**config.mk**
```make
export PLATFORM = sky130hd
export DESIGN_NAME = usb_sniffer_top
export DESIGN_NICKNAME = d
export VERILOG_FILES = /design/src/hw/sniffer_pkg.sv /design/src/hw/record_fifo.sv /design/src/hw/record_framer.sv /design/src/hw/uart_tx.sv /design/src/hw/ulpi_packet_capture.sv /design/src/hw/ulpi_rxcmd_decoder.sv /design/src/hw/usb_sniffer_top.sv
export SDC_FILE = /design/constraint.sdc
export NUM_CORES = 1
export LEC_CHECK = 0
export ABC_AREA = 0
export BUFFER_PORTS_ARGS = -buffer_cell sky130_fd_sc_hd__buf_2
export CAP_MARGIN = 20
export CORE_AREA = 2 2 150 152
export DETAILED_ROUTE_END_ITERATION = 12
export DIE_AREA = 0 0 152 154
export HOLD_SLACK_MARGIN = 0.08
export PLACE_DENSITY_LB_ADDON = 0.15
export SLEW_MARGIN = 20
export SYNTH_ARGS = -nofsm -noshare
export SYNTH_HDL_FRONTEND = slang
export SYNTH_SLANG_ARGS = --single-unit
```
**constraint.sdc**
```tcl
create_clock -name clk_ULPI -period 3.7 [get_ports clk_ULPI]
set_input_delay 0.185 -clock clk_ULPI [delete_from_list [all_inputs] [get_ports clk_ULPI]]
set_output_delay 0.185 -clock clk_ULPI [all_outputs]
set_load 0.01 [all_outputs]
```
**src/hw/sniffer_pkg.sv**
```systemverilog
// ######################################################################
// Shared types for the ULPI bus sniffer
// Record kinds (UART tag bytes), RxCMD event codes, RxCMD and record
// structs, default UART bit period and FIFO depth
// ######################################################################

`default_nettype none

package sniffer_pkg;

    // Record kind, the value doubles as the tag byte on the UART
    typedef enum logic [7:0] {
        REC_RXCMD = 8'hC1,      // RxCMD changed
        REC_DATA  = 8'hD2,      // One USB data byte
        REC_END   = 8'hE3       // Packet ended, value is its length
    } rec_kind_e;

    // RxCMD bits 5..4
    typedef enum logic [1:0] {
        EV_NONE      = 2'd0,
        EV_ACTIVE    = 2'd1,    // RxActive
        EV_HOST_DISC = 2'd2,    // Host disconnect
        EV_ERROR     = 2'd3     // RxActive with RxError
    } rx_event_e;

    // Decoded RxCMD, laid out so that it matches RxCMD bits 6..0
    typedef struct packed {
        logic      id;          // Bit 6
        rx_event_e rx_event;    // Bits 5..4
        logic [1:0] vbus_state; // Bits 3..2
        logic [1:0] line_state; // Bits 1..0
    } rxcmd_t;

    // One queued record, sent as kind then value
    typedef struct packed {
        rec_kind_e  kind;
        logic [7:0] value;
    } record_t;

    // 60 MHz / 65 is about 921600 baud
    localparam integer DEF_CLKS_PER_BIT = 65;

    // Records held while the UART drains
    localparam integer DEF_FIFO_DEPTH = 16;

endpackage

`default_nettype wire

```
**src/hw/record_fifo.sv**
```systemverilog
// ######################################################################
// Record FIFO
// Circular buffer of records, full and empty flags, sticky overflow
// when a write arrives while full
// ######################################################################

`timescale 1ns/1ps
`default_nettype none

module record_fifo
    import sniffer_pkg::*;
#(
    parameter integer DEPTH = 16
) (
    input  wire        clk_ULPI,
    input  wire        rst,
    input  wire        wr_en,
    input  record_t    wr_rec,
    input  wire        rd_en,
    output record_t    rd_rec,      // Head record, valid when not empty
    output logic       empty,
    output logic       full,
    output logic       overflow     // Held until reset
);

    localparam integer AW = (DEPTH > 1) ? $clog2(DEPTH) : 1;

    record_t        mem [DEPTH];
    logic [AW-1:0]  wr_ptr;
    logic [AW-1:0]  rd_ptr;
    logic [AW:0]    count;      // Occupancy 0..DEPTH
    logic           do_wr;
    logic           do_rd;

    assign do_wr = wr_en && !full;
    assign do_rd = rd_en && !empty;

    always_ff @(posedge clk_ULPI) begin
        if (!rst) begin
            wr_ptr   <= '0;
            rd_ptr   <= '0;
            count    <= '0;
            overflow <= 1'b0;
        end else begin
            if (do_wr)
                wr_ptr <= (wr_ptr == AW'(DEPTH - 1)) ? '0 : wr_ptr + 1'b1;
            if (do_rd)
                rd_ptr <= (rd_ptr == AW'(DEPTH - 1)) ? '0 : rd_ptr + 1'b1;
            if (do_wr && !do_rd)
                count <= count + 1'b1;
            else if (do_rd && !do_wr)
                count <= count - 1'b1;
            if (wr_en && full)
                overflow <= 1'b1;   // Record lost
        end
    end

    always_ff @(posedge clk_ULPI) begin
        if (do_wr)
            mem[wr_ptr] <= wr_rec;
    end

    assign rd_rec = mem[rd_ptr];
    assign empty  = (count == '0);
    assign full   = (count == (AW+1)'(DEPTH));

endmodule

`default_nettype wire

```
**src/hw/record_framer.sv**
```systemverilog
// ######################################################################
// Record framer
// Turns decoder and capture strobes into FIFO records, then pops the
// FIFO and feeds tag and value bytes to the UART
// ######################################################################

`timescale 1ns/1ps
`default_nettype none

module record_framer
    import sniffer_pkg::*;
(
    input  wire        clk_ULPI,
    input  wire        rst,
    // Decoder side
    input  wire        rxcmd_strobe,
    input  rxcmd_t     rxcmd,
    // Capture side
    input  wire        data_strobe,
    input  wire  [7:0] data_byte,
    input  wire        end_strobe,
    input  wire  [7:0] pkt_len,
    // FIFO
    output logic       wr_en,
    output record_t    wr_rec,
    output logic       rd_en,
    input  record_t    rd_rec,
    input  wire        empty,
    // UART
    output logic [7:0] tx_byte,
    output logic       tx_start,
    input  wire        tx_busy
);

    typedef enum logic [2:0] {
        FR_IDLE,        // Waiting for a record
        FR_TAG,         // Start the tag byte
        FR_WAIT_TAG,
        FR_VALUE,       // Start the value byte
        FR_WAIT_VALUE
    } fr_state_e;

    fr_state_e state;
    record_t   cur_rec;     // Record being sent

    // One record per strobe, end outranks RxCMD outranks data
    always_ff @(posedge clk_ULPI) begin
        if (!rst)
            wr_en <= 1'b0;
        else
            wr_en <= end_strobe || rxcmd_strobe || data_strobe;
    end

    always_ff @(posedge clk_ULPI) begin
        if (end_strobe) begin
            wr_rec.kind  <= REC_END;
            wr_rec.value <= pkt_len;
        end else if (rxcmd_strobe) begin
            wr_rec.kind  <= REC_RXCMD;
            wr_rec.value <= {1'b0, rxcmd};  // Same bit layout as the RxCMD
        end else if (data_strobe) begin
            wr_rec.kind  <= REC_DATA;
            wr_rec.value <= data_byte;
        end
    end

    // Send side
    always_ff @(posedge clk_ULPI) begin
        if (!rst) begin
            state <= FR_IDLE;
        end else begin
            case (state)
                FR_IDLE:       if (!empty) state <= FR_TAG;   // Popped this cycle
                FR_TAG:        state <= FR_WAIT_TAG;
                FR_WAIT_TAG:   if (!tx_busy) state <= FR_VALUE;
                FR_VALUE:      state <= FR_WAIT_VALUE;
                FR_WAIT_VALUE: if (!tx_busy) state <= FR_IDLE;
                default:       state <= FR_IDLE;
            endcase
        end
    end

    always_ff @(posedge clk_ULPI) begin
        if (rd_en)
            cur_rec <= rd_rec;  // Latch head as it leaves
    end

    assign rd_en    = (state == FR_IDLE) && !empty;
    assign tx_start = (state == FR_TAG) || (state == FR_VALUE);
    assign tx_byte  = (state == FR_VALUE) ? cur_rec.value : cur_rec.kind;

endmodule

`default_nettype wire

```
**src/hw/uart_tx.sv**
```systemverilog
// ######################################################################
// UART transmitter, 8N1, LSB first
// Bit period set by CLKS_PER_BIT, busy from start bit to stop bit end
// ######################################################################

`timescale 1ns/1ps
`default_nettype none

module uart_tx #(
    parameter integer CLKS_PER_BIT = 65
) (
    input  wire        clk_ULPI,
    input  wire        rst,
    input  wire  [7:0] tx_byte,
    input  wire        tx_start,    // Taken only while idle
    output logic       tx_busy,
    output logic       uart_tx      // Idles high
);

    localparam integer CW = $clog2(CLKS_PER_BIT + 1);

    typedef enum logic [1:0] {TX_IDLE, TX_START, TX_DATA, TX_STOP} tx_state_e;

    tx_state_e      state;
    logic [CW-1:0]  clk_cnt;    // Cycles into the current bit
    logic [2:0]     bit_idx;
    logic [7:0]     shift_q;
    logic           bit_end;

    assign bit_end = (clk_cnt == CW'(CLKS_PER_BIT - 1));

    always_ff @(posedge clk_ULPI) begin
        if (!rst) begin
            state   <= TX_IDLE;
            clk_cnt <= '0;
            bit_idx <= 3'd0;
            uart_tx <= 1'b1;
        end else begin
            clk_cnt <= (state == TX_IDLE || bit_end) ? '0 : clk_cnt + 1'b1;
            case (state)
                TX_IDLE: if (tx_start) begin
                    uart_tx <= 1'b0;            // Start bit next cycle
                    shift_q <= tx_byte;
                    state   <= TX_START;
                end
                TX_START: if (bit_end) begin
                    uart_tx <= shift_q[0];
                    shift_q <= shift_q >> 1;
                    bit_idx <= 3'd0;
                    state   <= TX_DATA;
                end
                TX_DATA: if (bit_end) begin
                    if (bit_idx == 3'd7) begin
                        uart_tx <= 1'b1;        // Stop bit
                        state   <= TX_STOP;
                    end else begin
                        uart_tx <= shift_q[0];
                        shift_q <= shift_q >> 1;
                        bit_idx <= bit_idx + 3'd1;
                    end
                end
                TX_STOP: if (bit_end) state <= TX_IDLE;
                default: state <= TX_IDLE;
            endcase
        end
    end

    assign tx_busy = (state != TX_IDLE);

endmodule

`default_nettype wire

```
**src/hw/ulpi_packet_capture.sv**
```systemverilog
// ######################################################################
// ULPI packet capture
// Forwards USB data bytes with a strobe, counts them and reports the
// saturated packet length once the PHY drops dir
// ######################################################################

`timescale 1ns/1ps
`default_nettype none

module ulpi_packet_capture (
    input  wire        clk_ULPI,
    input  wire        rst,
    input  wire        dir,
    input  wire        nxt,
    input  wire  [7:0] data,
    output logic       data_strobe,     // One cycle per data byte
    output logic [7:0] data_byte,
    output logic       end_strobe,      // One cycle per finished packet
    output logic [7:0] pkt_len
);

    logic       dir_q;      // Registered bus pins
    logic       nxt_q;
    logic [7:0] data_q;
    logic       dir_prev;
    logic       in_pkt;     // At least one data byte since last end
    logic [7:0] byte_cnt;
    logic       data_hit;
    logic       end_hit;

    always_ff @(posedge clk_ULPI) begin
        if (!rst) begin
            dir_q    <= 1'b0;
            nxt_q    <= 1'b0;
            dir_prev <= 1'b0;
        end else begin
            dir_q    <= dir;
            nxt_q    <= nxt;
            dir_prev <= dir_q;
        end
    end

    always_ff @(posedge clk_ULPI) begin
        data_q <= data;
    end

    assign data_hit = dir_q && dir_prev && nxt_q;  // Turnaround skipped
    assign end_hit  = !dir_q && in_pkt;             // Bus handed back

    always_ff @(posedge clk_ULPI) begin
        if (!rst) begin
            data_strobe <= 1'b0;
            end_strobe  <= 1'b0;
            in_pkt      <= 1'b0;
            byte_cnt    <= 8'd0;
        end else begin
            data_strobe <= data_hit;
            end_strobe  <= end_hit;
            if (data_hit) begin
                in_pkt <= 1'b1;
                if (byte_cnt != 8'hFF)
                    byte_cnt <= byte_cnt + 8'd1;    // Saturate at 255
            end else if (end_hit) begin
                in_pkt   <= 1'b0;
                byte_cnt <= 8'd0;                   // Ready for next packet
            end
        end
    end

    // Payload registers, qualified by the strobes
    always_ff @(posedge clk_ULPI) begin
        if (data_hit)
            data_byte <= data_q;
        if (end_hit)
            pkt_len <= byte_cnt;
    end

endmodule

`default_nettype wire

```
**src/hw/ulpi_rxcmd_decoder.sv**
```systemverilog
// ######################################################################
// ULPI RxCMD decoder
// Picks RxCMD bytes off the PHY-driven bus, decodes the fields and
// strobes only when the decoded value changes
// ######################################################################

`timescale 1ns/1ps
`default_nettype none

module ulpi_rxcmd_decoder
    import sniffer_pkg::*;
(
    input  wire        clk_ULPI,
    input  wire        rst,
    input  wire        dir,
    input  wire        nxt,
    input  wire  [7:0] data,
    output logic       rxcmd_strobe,    // One cycle per changed RxCMD
    output rxcmd_t     rxcmd,           // Last stored RxCMD
    output logic       rx_active        // Stored event is RxActive
);

    logic       dir_q;      // Registered bus pins
    logic       nxt_q;
    logic [6:0] data_q;     // Bit 7 carries no RxCMD field
    logic       dir_prev;   // dir_q one cycle earlier
    logic       have_cmd;   // An RxCMD was stored since reset
    logic       cmd_valid;
    rxcmd_t     cmd_new;

    // Input stage, turnaround spotted from dir_q vs dir_prev
    always_ff @(posedge clk_ULPI) begin
        if (!rst) begin
            dir_q    <= 1'b0;
            nxt_q    <= 1'b0;
            dir_prev <= 1'b0;
        end else begin
            dir_q    <= dir;
            nxt_q    <= nxt;
            dir_prev <= dir_q;
        end
    end

    always_ff @(posedge clk_ULPI) begin
        data_q <= data[6:0];
    end

    // PHY owns the bus for two cycles and nxt low means RxCMD
    assign cmd_valid = dir_q && dir_prev && !nxt_q;
    assign cmd_new   = rxcmd_t'(data_q);

    always_ff @(posedge clk_ULPI) begin
        if (!rst) begin
            rxcmd_strobe <= 1'b0;
            have_cmd     <= 1'b0;
            rxcmd        <= '0;
        end else begin
            rxcmd_strobe <= 1'b0;
            if (cmd_valid && (!have_cmd || (cmd_new != rxcmd))) begin
                rxcmd        <= cmd_new;    // Keep for the next compare
                have_cmd     <= 1'b1;
                rxcmd_strobe <= 1'b1;
            end
        end
    end

    assign rx_active = have_cmd && (rxcmd.rx_event == EV_ACTIVE);

endmodule

`default_nettype wire

```
**src/hw/usb_sniffer_top.sv**
```systemverilog
// ######################################################################
// Receive-only USB sniffer top level
// RxCMD decoder and packet capture on the ULPI bus, record framer,
// record FIFO and UART transmitter
// ######################################################################

`timescale 1ns/1ps
`default_nettype none

module usb_sniffer_top
    import sniffer_pkg::*;
#(
    parameter integer CLKS_PER_BIT = DEF_CLKS_PER_BIT,
    parameter integer FIFO_DEPTH   = DEF_FIFO_DEPTH
) (
    input  wire        clk_ULPI,        // 60 MHz from the PHY
    input  wire        rst,
    input  wire        ulpi_dir,
    input  wire        ulpi_nxt,
    input  wire  [7:0] ulpi_data,       // Input half of the data bus
    output logic       ulpi_stp,
    output logic       uart_tx,
    output logic       led_rx_active,
    output logic       led_overflow
);

    logic       rxcmd_strobe;
    rxcmd_t     rxcmd;
    logic       data_strobe, end_strobe;
    logic [7:0] data_byte, pkt_len;
    logic       wr_en, rd_en, empty;
    record_t    wr_rec, rd_rec;
    logic [7:0] tx_byte;
    logic       tx_start, tx_busy;

    assign ulpi_stp = 1'b0;     // Never ends a PHY transfer

    ulpi_rxcmd_decoder u_decoder (
        .clk_ULPI(clk_ULPI), .rst(rst), .dir(ulpi_dir), .nxt(ulpi_nxt), .data(ulpi_data),
        .rxcmd_strobe(rxcmd_strobe), .rxcmd(rxcmd), .rx_active(led_rx_active)
    );

    ulpi_packet_capture u_capture (
        .clk_ULPI(clk_ULPI), .rst(rst), .dir(ulpi_dir), .nxt(ulpi_nxt), .data(ulpi_data),
        .data_strobe(data_strobe), .data_byte(data_byte),
        .end_strobe(end_strobe), .pkt_len(pkt_len)
    );

    record_framer u_framer (
        .clk_ULPI(clk_ULPI), .rst(rst),
        .rxcmd_strobe(rxcmd_strobe), .rxcmd(rxcmd),
        .data_strobe(data_strobe), .data_byte(data_byte),
        .end_strobe(end_strobe), .pkt_len(pkt_len),
        .wr_en(wr_en), .wr_rec(wr_rec), .rd_en(rd_en), .rd_rec(rd_rec), .empty(empty),
        .tx_byte(tx_byte), .tx_start(tx_start), .tx_busy(tx_busy)
    );

    // Full only matters inside the FIFO, the framer never stalls
    record_fifo #(.DEPTH(FIFO_DEPTH)) u_fifo (
        .clk_ULPI(clk_ULPI), .rst(rst), .wr_en(wr_en), .wr_rec(wr_rec),
        .rd_en(rd_en), .rd_rec(rd_rec), .empty(empty), .full(), .overflow(led_overflow)
    );

    uart_tx #(.CLKS_PER_BIT(CLKS_PER_BIT)) u_uart (
        .clk_ULPI(clk_ULPI), .rst(rst), .tx_byte(tx_byte), .tx_start(tx_start),
        .tx_busy(tx_busy), .uart_tx(uart_tx)
    );

endmodule

`default_nettype wire

```
== Word level (Yosys, flattened, before mapping) ==
Memory sizes are Yosys's and may differ from the RTL's. A register that Yosys moved wholly into a read port is not among the register bits.
Cells that the tools add are included.
Word-level totals
  register bits: 113
  memory bits (writable): 192
  input port bits: 12
  output and inout bits: 4
  logic and storage cells: 148
  memories: 1
Memory list
  u_fifo.mem: words 16, width 12, read ports 1, clocked after Yosys merged registers in 1, wr ports 1, RTL line record_fifo.sv:28  | record_t mem [DEPTH];
Cells by class
  add/sub/neg operators: 7
  equal/unequal tests: 25
  mux-type cells: 40
  bitwise operators: 1
  reductions and logical operators: 42
Operators by type and width (number)
  $mux W8: 9
  $mux W14: 2
  $pmux W8 S3: 1
  $mux W3: 6
  $pmux W3 S5: 1
  $logic_and A1 B1 Y1: 12
  $ne A2 B2 Y1 const B: 6
  $mux W2: 5
  $mux W5: 2
  $reduce_bool A2 Y1: 5
  $mux W1: 9
  $add A4 B1 Y4 const B: 2
  $add A8 B1 Y8 const B: 1
  $eq A4 B4 Y1 const B: 2
  $mux W4: 2
  $ne A2 B1 Y1 const B: 4
  $ne A8 B8 Y1 const B: 1
  $pmux W2 S4: 1
  $reduce_and A4 Y1: 2
  $add A7 B1 Y7 const B: 1
  $eq A7 B7 Y1 const B: 1
  $logic_not A1 Y1: 7
  $ne A7 B7 Y1: 1
  $eq A3 B2 Y1 const B: 2
  other kinds (21): 30

== Depth between registers and ports, before layout ==
Gate-level depths: netlist (run 1).
  word-level depth: 7
  depth in mapped cells: 11
  mapped depth without buffers: 10

== Modules after synthesis ==
Synthesis (run 1) repeated with hierarchy kept, for this count alone.
Unflattened totals
  cell total of the unflattened synthesis: 857
  area, all modules: 14919.3 um^2
By module, submodules not included
  record_fifo: times used 1, cells an instance 514, area an instance 10605.2 um^2, sequential area each 8047.7 um^2
  record_framer: times used 1, cells an instance 102, area an instance 1358.8 um^2, sequential area each 880.8 um^2
  ulpi_packet_capture: times used 1, cells an instance 85, area an instance 1221.2 um^2, sequential area each 920.9 um^2
  uart_tx: times used 1, cells an instance 100, area an instance 1072.3 um^2, sequential area each 500.5 um^2
  ulpi_rxcmd_decoder: times used 1, cells an instance 54, area an instance 650.6 um^2, sequential area each 380.4 um^2
  usb_sniffer_top: times used 1, cells an instance 2, area an instance 11.3 um^2, sequential area each 0.0 um^2

== Least setup slack after synthesis (run 1) ==
Ideal clock, no wire load.
  path type: flip-flop to flip-flop
  start: register u_fifo.count[0]
  end: register u_fifo.count[4]
  arrival time: 2.472 ns
  data required time: 3.628 ns
  setup slack: 1.156 ns
  stages on the path, launching flop included: 12
  clock period less this slack: 2.544 ns
  cells stage by stage: dfxtp_1 > nor4_1 > and2_1 > or4_1 > clkbuf_2 > ha_1 > inv_1 > ha_1 > a21o_1 > a21oi_1 > mux2i_1 > mux2i_1
Between the ends
  longest elaborated chain between the ends: 7
  elaborated cells on any way between the ends: 16
  classes of those cells: add/sub (2); eq/ne (1); mux (2); reduce/logical (11)
RTL lines
  start: declaration: RTL line record_fifo.sv:31  | logic [AW:0] count;
  start signal: assignment: RTL line record_fifo.sv:50  | count <= count + 1'b1;
  start signal: assignment: RTL line record_fifo.sv:52  | count <= count - 1'b1;
  branches (longest 7 deep; another with $sub A5 B1 Y5)
Parallel ways; which one is timed is not known. The select of a mux whose other input is x is not followed.
A chain may end at the register's enable or synchronous reset.

== Worst setup path in the final report (run 1) ==
Same ends and word-level chain as after synthesis.

==> results.py, run 1 <==
metrics = {
    "setup_path": {
        "path_buf_inv": 1,
        "cp_max_fo": 6,
        "crit_arrival_ns": 3.39,
        "path_class": "flop to flop",
        "critical_path.max_stage_delay_ns": 0.50,
        "end_kind": "flop",
        "path_cells": "nor4_1 -> and2_1 -> or4_1 -> ha_1 -> inv_1 -> ha_1 -> a21o_1 -> a21oi_1 -> mux2i_1 -> mux2i_1",
        "cp.required_ns": 4.17,
        "cp-start-kind": "flop",
        "cp_top_family": "simple AND/OR/NAND/NOR gates",
        "crit_slowest_cell": "nor4_1",
    },
    "timing": {
        "max_freq_mhz": 343,
        "setup_viol": 0,
        "fin_crit_ns": 2.91,
        "worstMarginPinSlew_ns": 0.798,
        "setup_tns_ns": 0,
        "finClkSkew_ns": 0.00726,
        "drv_slew": 0,
        "rsz0062_at_grt": "no",
        "maxSlewHeadroom_pct": 46.8,
        "fin_crit_sh_pct": 78.7,
        "whs_ns": 0.273,
        "hold_viol_final": 0,
    },
    "placed_design": {
        "gp_congestion": 0.804,
        "dp.final_hpwl_um": 14500,
        "portBuffers": 14,
    },
    "grt": {
        "overflow": 0,
        "grt_max_degree": 30,
        "grt_pass1_wl_um": 35900,
        "grt_pass1_vias": 6615,
        "grt.total_usage_pct": 19.7,
        "antenna_found_initial": 0,
    },
    "cts": {
        "cts_tree": "yes",
        "clk_pin_slew_ns": 0.06,
        "insertion_delay_ns": 0.55,
        "post_cts_resized": 0,
        "cts_max_path_buffers": 3,
        "hold_buffers": 11,
        "cts_root_buf": "clkbuf_16",
        "cts_max_level": 1,
        "cts_setup_buffers": 0,
        "cts_sinks": 302,
        "cts_buffers": 30,
    },
    "power_and_ir_drop": {
        "p_leak_uw": 0.00458,
        "peakVddDrop_mv": 0.400,
        "p_per_area_nw_per_um2": 638,
        "p_total_uw": 8600,
    },
    "logic_synthesis": {
        "synth_area_um2": 11900,
        "synth_top_area_share_pct": 59.7,
        "synth.top_cells.by_count": "236 x edfxtp_1, 66 x dfxtp_1, 61 x nor2_1, 49 x nand2_1, 48 x mux4_2",
        "yosysWarnings": 0,
        "yosysMostFrequentCell": "edfxtp_1",
        "synth_seq_cells": 302,
        "postSynthNetCount": 791,
        "async_flop_share_pct": 0,
        "postSynthAreaPerCell_um2": 15.6,
        "synth_cell_types": 47,
        "ys_seq_area_share_pct": 70.8,
        "synth.area.top_cells": "edfxtp_1 60%, dfxtp_1 11%, mux4_2 9.1%",
        "synth.largest_area_cell": "edfxtp_1",
        "synth_edf_count": 236,
        "ys.flop_type": "edfxtp_1",
        "syn_inst": 760,
    },
    "run_status": {
        "status": "finished clean",
    },
    "worst_hold_path": {
        "hp-class": "input pin to flop",
    },
    "drt": {
        "num_vias": 6383,
        "drt_iter0_markers": 435,
        "drc": 0,
        "ant_nets": 0,
        "drt-total-wl_um": 22900,
        "post_drt_via_cell_ratio": 5.78,
        "drt-pass1-iter-count": 4,
        "wl_per_cell_um": 20.8,
    },
    "layout": {
        "fill_cells": 1541,
        "final_core_util_pct": 62.1,
        "n_antenna_cell": 0,
        "drive_gt1_share_pct": 17.1,
        "area.growth.synth_to_final_pct": 13.4,
        "final_net_count": 833,
    },
    "die": {
        "dieHeight_um": 154,
        "ios": 16,
        "rows": 54,
        "core_um2": 21700,
        "die_area_um2": 23400,
        "start_util_pct": 54.8,
        "chipWidth_um": 152,
    },
    "run": {
        "maxCapViolCount": 0,
    },
}
==> per-stage QoR <==
stage,setup slack [ns],cells,area (um^2)
2_1_floorplan,1.16,760,11900
3_3_place_gp,0.796,1039,12300
3_5_place_dp,0.592,1039,12300
4_1_cts,0.576,1105,13500
5_1_grt,0.546,1105,13500
6_report,0.787,1105,13500
==> cell type report <==
class                      count  area [um^2]  area share [%]
timing repair buffer          46          338            2.51
sequential                   302         8420            62.5
clock buffer                  36          825            6.12
multi-input combinational    399         3230            24.0
clock inverter                19          228            1.69
inverter                      23         86.3           0.641
tap                          280          350            2.60
==> routing by layer <==
| metal | GRT usage [%] | up-vias | wire [um] |
|---|---|---|---|
| met3 | 3.18 | 31 | 1420 |
| met4 | 5.07 | 0 | 403 |
| met2 | 35.5 | 152 | 12000 |
| li1 | - | 2963 | - |
| met1 | 25.0 | 3237 | 9160 |
| met5 | 0 | - | 0 |
==> flip-flops by register name (all words and copies together) (netlist names), 7 cells and up <==
register,flops
u_capture.pkt_len,8
u_fifo.mem,192
u_capture.data_byte,8
u_uart.shift_q,8
u_decoder.rxcmd,7
u_uart.clk_cnt,7
u_capture.data_q,8
u_framer.cur_rec,12
u_capture.byte_cnt,8
u_framer.wr_rec,12
==> cell families after synthesis <==
family	count (synthesis)	share of synthesized area, %
AND/OR/NAND/NOR	182	7.10
buffers and inverters	59	2.02
flip-flops	302	70.8
adder cells (fa/ha/maj)	19	2.07
AO/OA/AOI/OAI	108	5.62
other	1	0.0316
multiplexers	70	11.0
XOR/XNOR	19	1.40
==> report_power, final <==
part	switching [uW]	total, uW	leakage, uW	internal, uW
Clock	1230	3160	0.000523	1930
Sequential	236	4160	0.00268	3920
Combinational	673	1270	0.00137	602
==> final timing paths <==
| path | slack (ns) | end | from | depth (start not counted) |
|---|---|---|---|---|
| setup / recovery | 0.79 | u_fifo.count[4] | u_fifo.count[0] | 10 |
| hold / removal | 0.27 | u_capture.data_q[0] | ulpi_data[0] | 2 |
| setup reg to reg | 0.79 | u_fifo.count[4] | u_fifo.count[0] | 10 |
| hold reg to reg | 0.42 | u_capture.data_byte[7] | u_capture.data_q[7] | 0 |
==> layout by cell type, fill, tap and decap left out, types with 18 or more instances in the layout <==
cell type	netlist	routed
edfxtp_1	236	236
dfxtp_1	66	62
nor2_1	61	61
nand2_1	49	49
mux4_2	48	48
a21oi_1	34	34
clkbuf_16	0	31
o21ai_0	28	28
inv_1	23	23
mux2i_1	22	22
buf_4	3	21
ha_1	18	18
Note: power is estimated with default switching activity, not from simulation.
==> run 2: changes to the inputs <==
==> constraint.sdc (replaced) <==
create_clock -name clk_ULPI -period 2.4 [get_ports clk_ULPI]
set_input_delay 0.12 -clock clk_ULPI [delete_from_list [all_inputs] [get_ports clk_ULPI]]
set_output_delay 0.12 -clock clk_ULPI [all_outputs]
set_load 0.01 [all_outputs]
==> run 2 against run 1 <==
Clock skew about the same; core utilization up 1.4 points; via count up 1.2%; first-iteration DRC count up 3.0%; hold slack worse by 0.070 ns; clock-buffer cell count up 5; die area unchanged; power up 59%; wire length down 1.6%; highest routed layer unchanged.
==> results.py, run 2 (same netlist as run 1, synthesis figures left out) <==
metrics = {
    "die": {
        "dieHeight_um": 154,
        "chipWidth_um": 152,
        "die_area_um2": 23400,
        "ios": 16,
        "core_um2": 21700,
        "rows": 54,
        "start_util_pct": 54.8,
    },
    "drt": {
        "drt_iter0_markers": 448,
        "drc": 0,
        "drt-total-wl_um": 22600,
        "wl_per_cell_um": 20.1,
        "num_vias": 6459,
        "post_drt_via_cell_ratio": 5.74,
        "drt-pass1-iter-count": 4,
        "ant_nets": 0,
    },
    "timing": {
        "fin_crit_ns": 2.36,
        "drv_slew": 0,
        "finalWorstSetupSlack_ns": 0.0363,
        "finClkSkew_ns": 0.00735,
        "whs_ns": 0.204,
        "worstMarginPinSlew_ns": 0.749,
        "hold_viol_final": 0,
        "maxSlewHeadroom_pct": 50.0,
        "rsz0062_at_grt": "yes",
        "setup_tns_ns": 0,
        "fin_crit_sh_pct": 98.5,
        "max_freq_mhz": 423,
        "setup_viol": 0,
    },
    "placed_design": {
        "dpl_cell_area_um2": 12500,
        "pre_cts_ws_ns": -0.118,
        "dp.final_hpwl_um": 14800,
        "place_inst": 1057,
        "gp_congestion": 0.805,
        "portBuffers": 14,
    },
    "worst_hold_path": {
        "hold-path-endpoint": "u_capture.data_q[3]",
        "hold_path_depth": 2,
        "hp-class": "input pin to flop",
        "min_from": "ulpi_data[3]",
    },
    "layout": {
        "layout.cells.non_filler": 1126,
        "n_antenna_cell": 0,
        "final_net_count": 854,
        "ff_latch_area_um2": 8420,
        "fill_cells": 1510,
        "layout_commonest_cell": "edfxtp_1",
        "area.growth.synth_to_final_pct": 16.0,
        "largestRegisters": "u_fifo.mem x192, u_framer.cur_rec x12, u_framer.wr_rec x12",
        "final_area_um2": 13800,
        "multiInputGateArea_um2": 3280,
        "largest_register_ffs": 192,
        "top_register": "u_fifo.mem",
        "mostFrequentLayoutCells": "236 x edfxtp_1, 61 x nor2_1, 58 x dfxtp_1, 49 x nand2_1, 48 x mux4_2",
        "drive_gt1_share_pct": 20.8,
    },
    "setup_path": {
        "cp_max_fo": 4,
        "worstRegToRegCells": 10,
        "reg2reg_slack_ns": 0.04,
        "r2r-start": "u_fifo.count[1]",
        "crit_arrival_ns": 2.83,
        "r2r-end": "u_fifo.count[4]",
        "cp.required_ns": 2.87,
        "cp-start-kind": "flop",
        "path_class": "flop to flop",
        "end_kind": "flop",
    },
    "grt": {
        "grt_pass1_vias": 6617,
        "grt_max_degree": 37,
        "antenna_found_initial": 0,
        "grt.total_usage_pct": 19.7,
        "overflow": 0,
        "grt_pass1_wl_um": 36400,
    },
    "cts": {
        "cts_tree": "yes",
        "cts_max_level": 1,
        "cts_sinks": 302,
        "clk_pin_slew_ns": 0.06,
        "insertion_delay_ns": 0.55,
        "cts_root_buf": "clkbuf_16",
        "cts_max_path_buffers": 3,
        "cts_buffers": 30,
    },
    "power_and_ir_drop": {
        "p_leak_uw": 0.00472,
        "p_per_area_nw_per_um2": 992,
        "peakVddDrop_mv": 0.495,
    },
    "run_status": {
        "status": "finished clean",
    },
    "run": {
        "maxCapViolCount": 0,
    },
}
==> run 2: what timing repair did <==
action	CTS	global route
buffers inserted	0	1
gates cloned	0	0
endpoints found under the setup margin	2	2
gates resized for setup	6	4
pin swaps	0	8
endpoints found under the hold margin	16	0
hold buffers	13	0
==> run 2: how the worst max path moves through the flow <==
stage                          startpoint              end
after floorplan           u_fifo.count[2]  u_fifo.count[4]
after global placement    u_fifo.count[0]  u_fifo.count[4]
after detailed placement  u_fifo.count[0]  u_fifo.count[4]
after CTS                 u_fifo.count[1]  u_fifo.count[4]
after global routing      u_fifo.count[1]  u_fifo.count[4]
final                     u_fifo.count[1]  u_fifo.count[4]
==> run 2: critical path, stage by stage (launching register included) <==
cell and delay (ns):
dfxtp_2 0.36, nor4_4 0.06, and2_4 0.14, or4_4 0.50
ha_4 0.20, inv_4 0.08, ha_4 0.20, a21o_1 0.16
a21oi_2 0.14, mux2i_1 0.25, mux2i_1 0.20
==> run 2: power by group <==
part           leakage (uW)  total (uW)  internal, uW  switching, uW
clock              0.000539        4990          3090           1910
sequential          0.00268        6340          6050            287
combinational       0.00150        2340          1160           1180
==> run 2: stage by stage <==
| stage | utilization [%] | total power, uW |
|---|---|---|
| floorplan | - | 7990 |
| global placement | 57.6 | 8620 |
| detailed placement | 57.6 | 8720 |
| CTS | 63.5 | 13800 |
| finish | 63.5 | 13700 |
| global route | 63.5 | 14300 |
==> run 2: cell type report <==
type	count	area share [%]
clock buffer	41	6.59
clock inverter	14	1.38
inverter	23	0.645
multi-input combinational	399	23.8
sequential	302	61.1
tap	280	2.54
timing repair buffer	67	3.90
==> run 2: per-layer routing <==
| layer | wire, um | vias to the layer above | GRT usage [%] |
|---|---|---|---|
| met5 | 0 | - | 0 |
| met3 | 986 | 40 | 2.76 |
| met4 | 499 | 0 | 5.16 |
| li1 | - | 3007 | - |
| met2 | 11400 | 148 | 33.9 |
| met1 | 9730 | 3264 | 26.9 |
==> run 3: changes to the inputs <==
==> constraint.sdc (replaced) <==
create_clock -name clk_ULPI -period 3 [get_ports clk_ULPI]
set_input_delay 0.15 -clock clk_ULPI [delete_from_list [all_inputs] [get_ports clk_ULPI]]
set_output_delay 0.15 -clock clk_ULPI [all_outputs]
set_load 0.01 [all_outputs]
==> run 3 against run 2 <==
Power decreased by 25%; core utilization decreased by 1.6 points; hold slack improved by 0.029 ns; register-to-register slack improved by 0.17 ns; critical path type unchanged; critical endpoint unchanged; highest routed layer unchanged.
==> results.py, run 3 (same netlist as run 1, synthesis figures left out) <==
metrics = {
    "layout": {
        "n_antenna_cell": 0,
        "fill_cells": 1525,
        "final_area_um2": 13400,
        "drive_gt1_share_pct": 16.7,
        "layout_commonest_cell": "edfxtp_1",
        "final_net_count": 839,
        "area.growth.synth_to_final_pct": 13.1,
        "mostFrequentLayoutCells": "236 x edfxtp_1, 63 x dfxtp_1, 61 x nor2_1, 49 x nand2_1, 48 x mux4_2",
        "top_register": "u_fifo.mem",
        "layout.cells.non_filler": 1113,
        "largest_register_ffs": 192,
        "largestRegisters": "u_fifo.mem x192, u_framer.cur_rec x12, u_framer.wr_rec x12",
    },
    "cts": {
        "cts_root_buf": "clkbuf_16",
        "cts_sinks": 302,
        "cts_max_level": 1,
        "cts_max_path_buffers": 3,
        "clk_pin_slew_ns": 0.06,
        "post_cts_resized": 0,
        "insertion_delay_ns": 0.56,
        "cts_tree": "yes",
        "cts_buffers": 31,
        "cts_setup_buffers": 0,
        "hold_buffers": 13,
    },
    "placed_design": {
        "place_inst": 1042,
        "dpl_cell_area_um2": 12400,
        "dp.final_hpwl_um": 14100,
        "gp_congestion": 0.835,
        "portBuffers": 14,
    },
    "drt": {
        "post_drt_via_cell_ratio": 5.72,
        "num_vias": 6365,
        "drt-total-wl_um": 22500,
        "drt_iter0_markers": 424,
        "ant_nets": 0,
        "drc": 0,
        "wl_per_cell_um": 20.2,
        "drt-pass1-iter-count": 4,
    },
    "grt": {
        "globalRouteMet3Util_pct": 2.87,
        "grt_util_met2_pct": 35.4,
        "antenna_found_initial": 0,
        "top_usage_layer": "met2",
        "grt_pass1_wl_um": 35800,
        "grt.total_usage_pct": 19.6,
        "grt_use_met1_pct": 25.2,
        "grt_max_degree": 52,
        "grt_pass1_vias": 6645,
        "overflow": 0,
    },
    "timing": {
        "maxSlewHeadroom_pct": 30.1,
        "setup_viol": 0,
        "fin_crit_sh_pct": 93.2,
        "finClkSkew_ns": 0.0137,
        "fin_crit_ns": 2.80,
        "whs_ns": 0.232,
        "max_freq_mhz": 357,
        "hold_viol_final": 0,
        "setup_tns_ns": 0,
        "worstMarginPinSlew_ns": 1.05,
        "rsz0062_at_grt": "no",
        "drv_slew": 0,
    },
    "setup_path": {
        "crit_slowest_cell": "nor4_1",
        "critical_path.max_stage_delay_ns": 0.44,
        "cp_max_fo": 6,
        "path_cells": "nor4_1 -> and2_1 -> or4_1 -> ha_1 -> inv_1 -> ha_1 -> a21o_1 -> a21oi_1 -> mux2i_1 -> mux2i_1",
        "path_buf_inv": 1,
        "crit_arrival_ns": 3.29,
        "cp.required_ns": 3.49,
        "cp_top_family": "simple AND/OR/NAND/NOR gates",
        "path_class": "flop to flop",
        "end_kind": "flop",
        "cp-start-kind": "flop",
    },
    "die": {
        "start_util_pct": 54.8,
        "die_area_um2": 23400,
        "dieHeight_um": 154,
        "rows": 54,
        "ios": 16,
        "core_um2": 21700,
        "chipWidth_um": 152,
    },
    "power_and_ir_drop": {
        "peakVddDrop_mv": 0.521,
        "p_leak_uw": 0.00455,
        "p_per_area_nw_per_um2": 766,
    },
    "run": {
        "maxCapViolCount": 0,
    },
    "worst_hold_path": {
        "hp-class": "input pin to flop",
    },
    "run_status": {
        "status": "finished clean",
    },
}
==> run 3: where the power goes <==
group	switching [uW]	internal, uW
clock network	1500	2070
logic	888	763
registers	229	4840
total	2620	7680
==> run 3: layout make-up <==
| type | count | area, um^2 | share of cell area, % |
|---|---|---|---|
| clock inverters | 17 | 140 | 1.04 |
| clock buffers | 41 | 813 | 6.05 |
| inverters | 23 | 86.3 | 0.643 |
| well taps | 280 | 350 | 2.61 |
| multi-input cells | 399 | 3230 | 24.0 |
| flip-flops and latches | 302 | 8410 | 62.6 |
| repair buffers | 51 | 405 | 3.02 |
==> run 3: final timing paths <==
check / end / slack [ns] / depth (start not counted) / from
setup / recovery: u_fifo.count[4] / 0.20 / 10 / u_fifo.count[0]
setup reg to reg: u_fifo.count[4] / 0.20 / 10 / u_fifo.count[0]
hold / removal: u_capture.data_q[5] / 0.23 / 2 / ulpi_data[5]
hold reg to reg: u_capture.data_byte[7] / 0.40 / 0 / u_capture.data_q[7]
==> run 3: worst register-to-register path: cells and delay by family, from the launching register on <==
family / cells / cell delay (ns)
DFF: 1 / 0.34
adders and majority gates: 2 / 0.60
muxes: 2 / 0.45
and+or+nand+nor: 3 / 0.86
buffers and inverters: 1 / 0.12
AOI/OAI and AO/OA: 2 / 0.36
==> run 3: through the flow <==
stage | utilization, % | power, uW | setup WS [ns]
finish | 62.0 | 10300 | 0.203
global route | 62.0 | 10800 | 0.0271
CTS | 62.0 | 10400 | 0.222
detailed placement | 57.0 | 6810 | 0.243
global placement | 57.0 | 6750 | 0.314
floorplan | - | 6370 | 0.456
==> run 3: layer usage <==
metal  wire, um  vias up
li1           -     2971
met5          0        -
met4        303        0
met3        947       28
met1       9460     3233
met2      11800      133
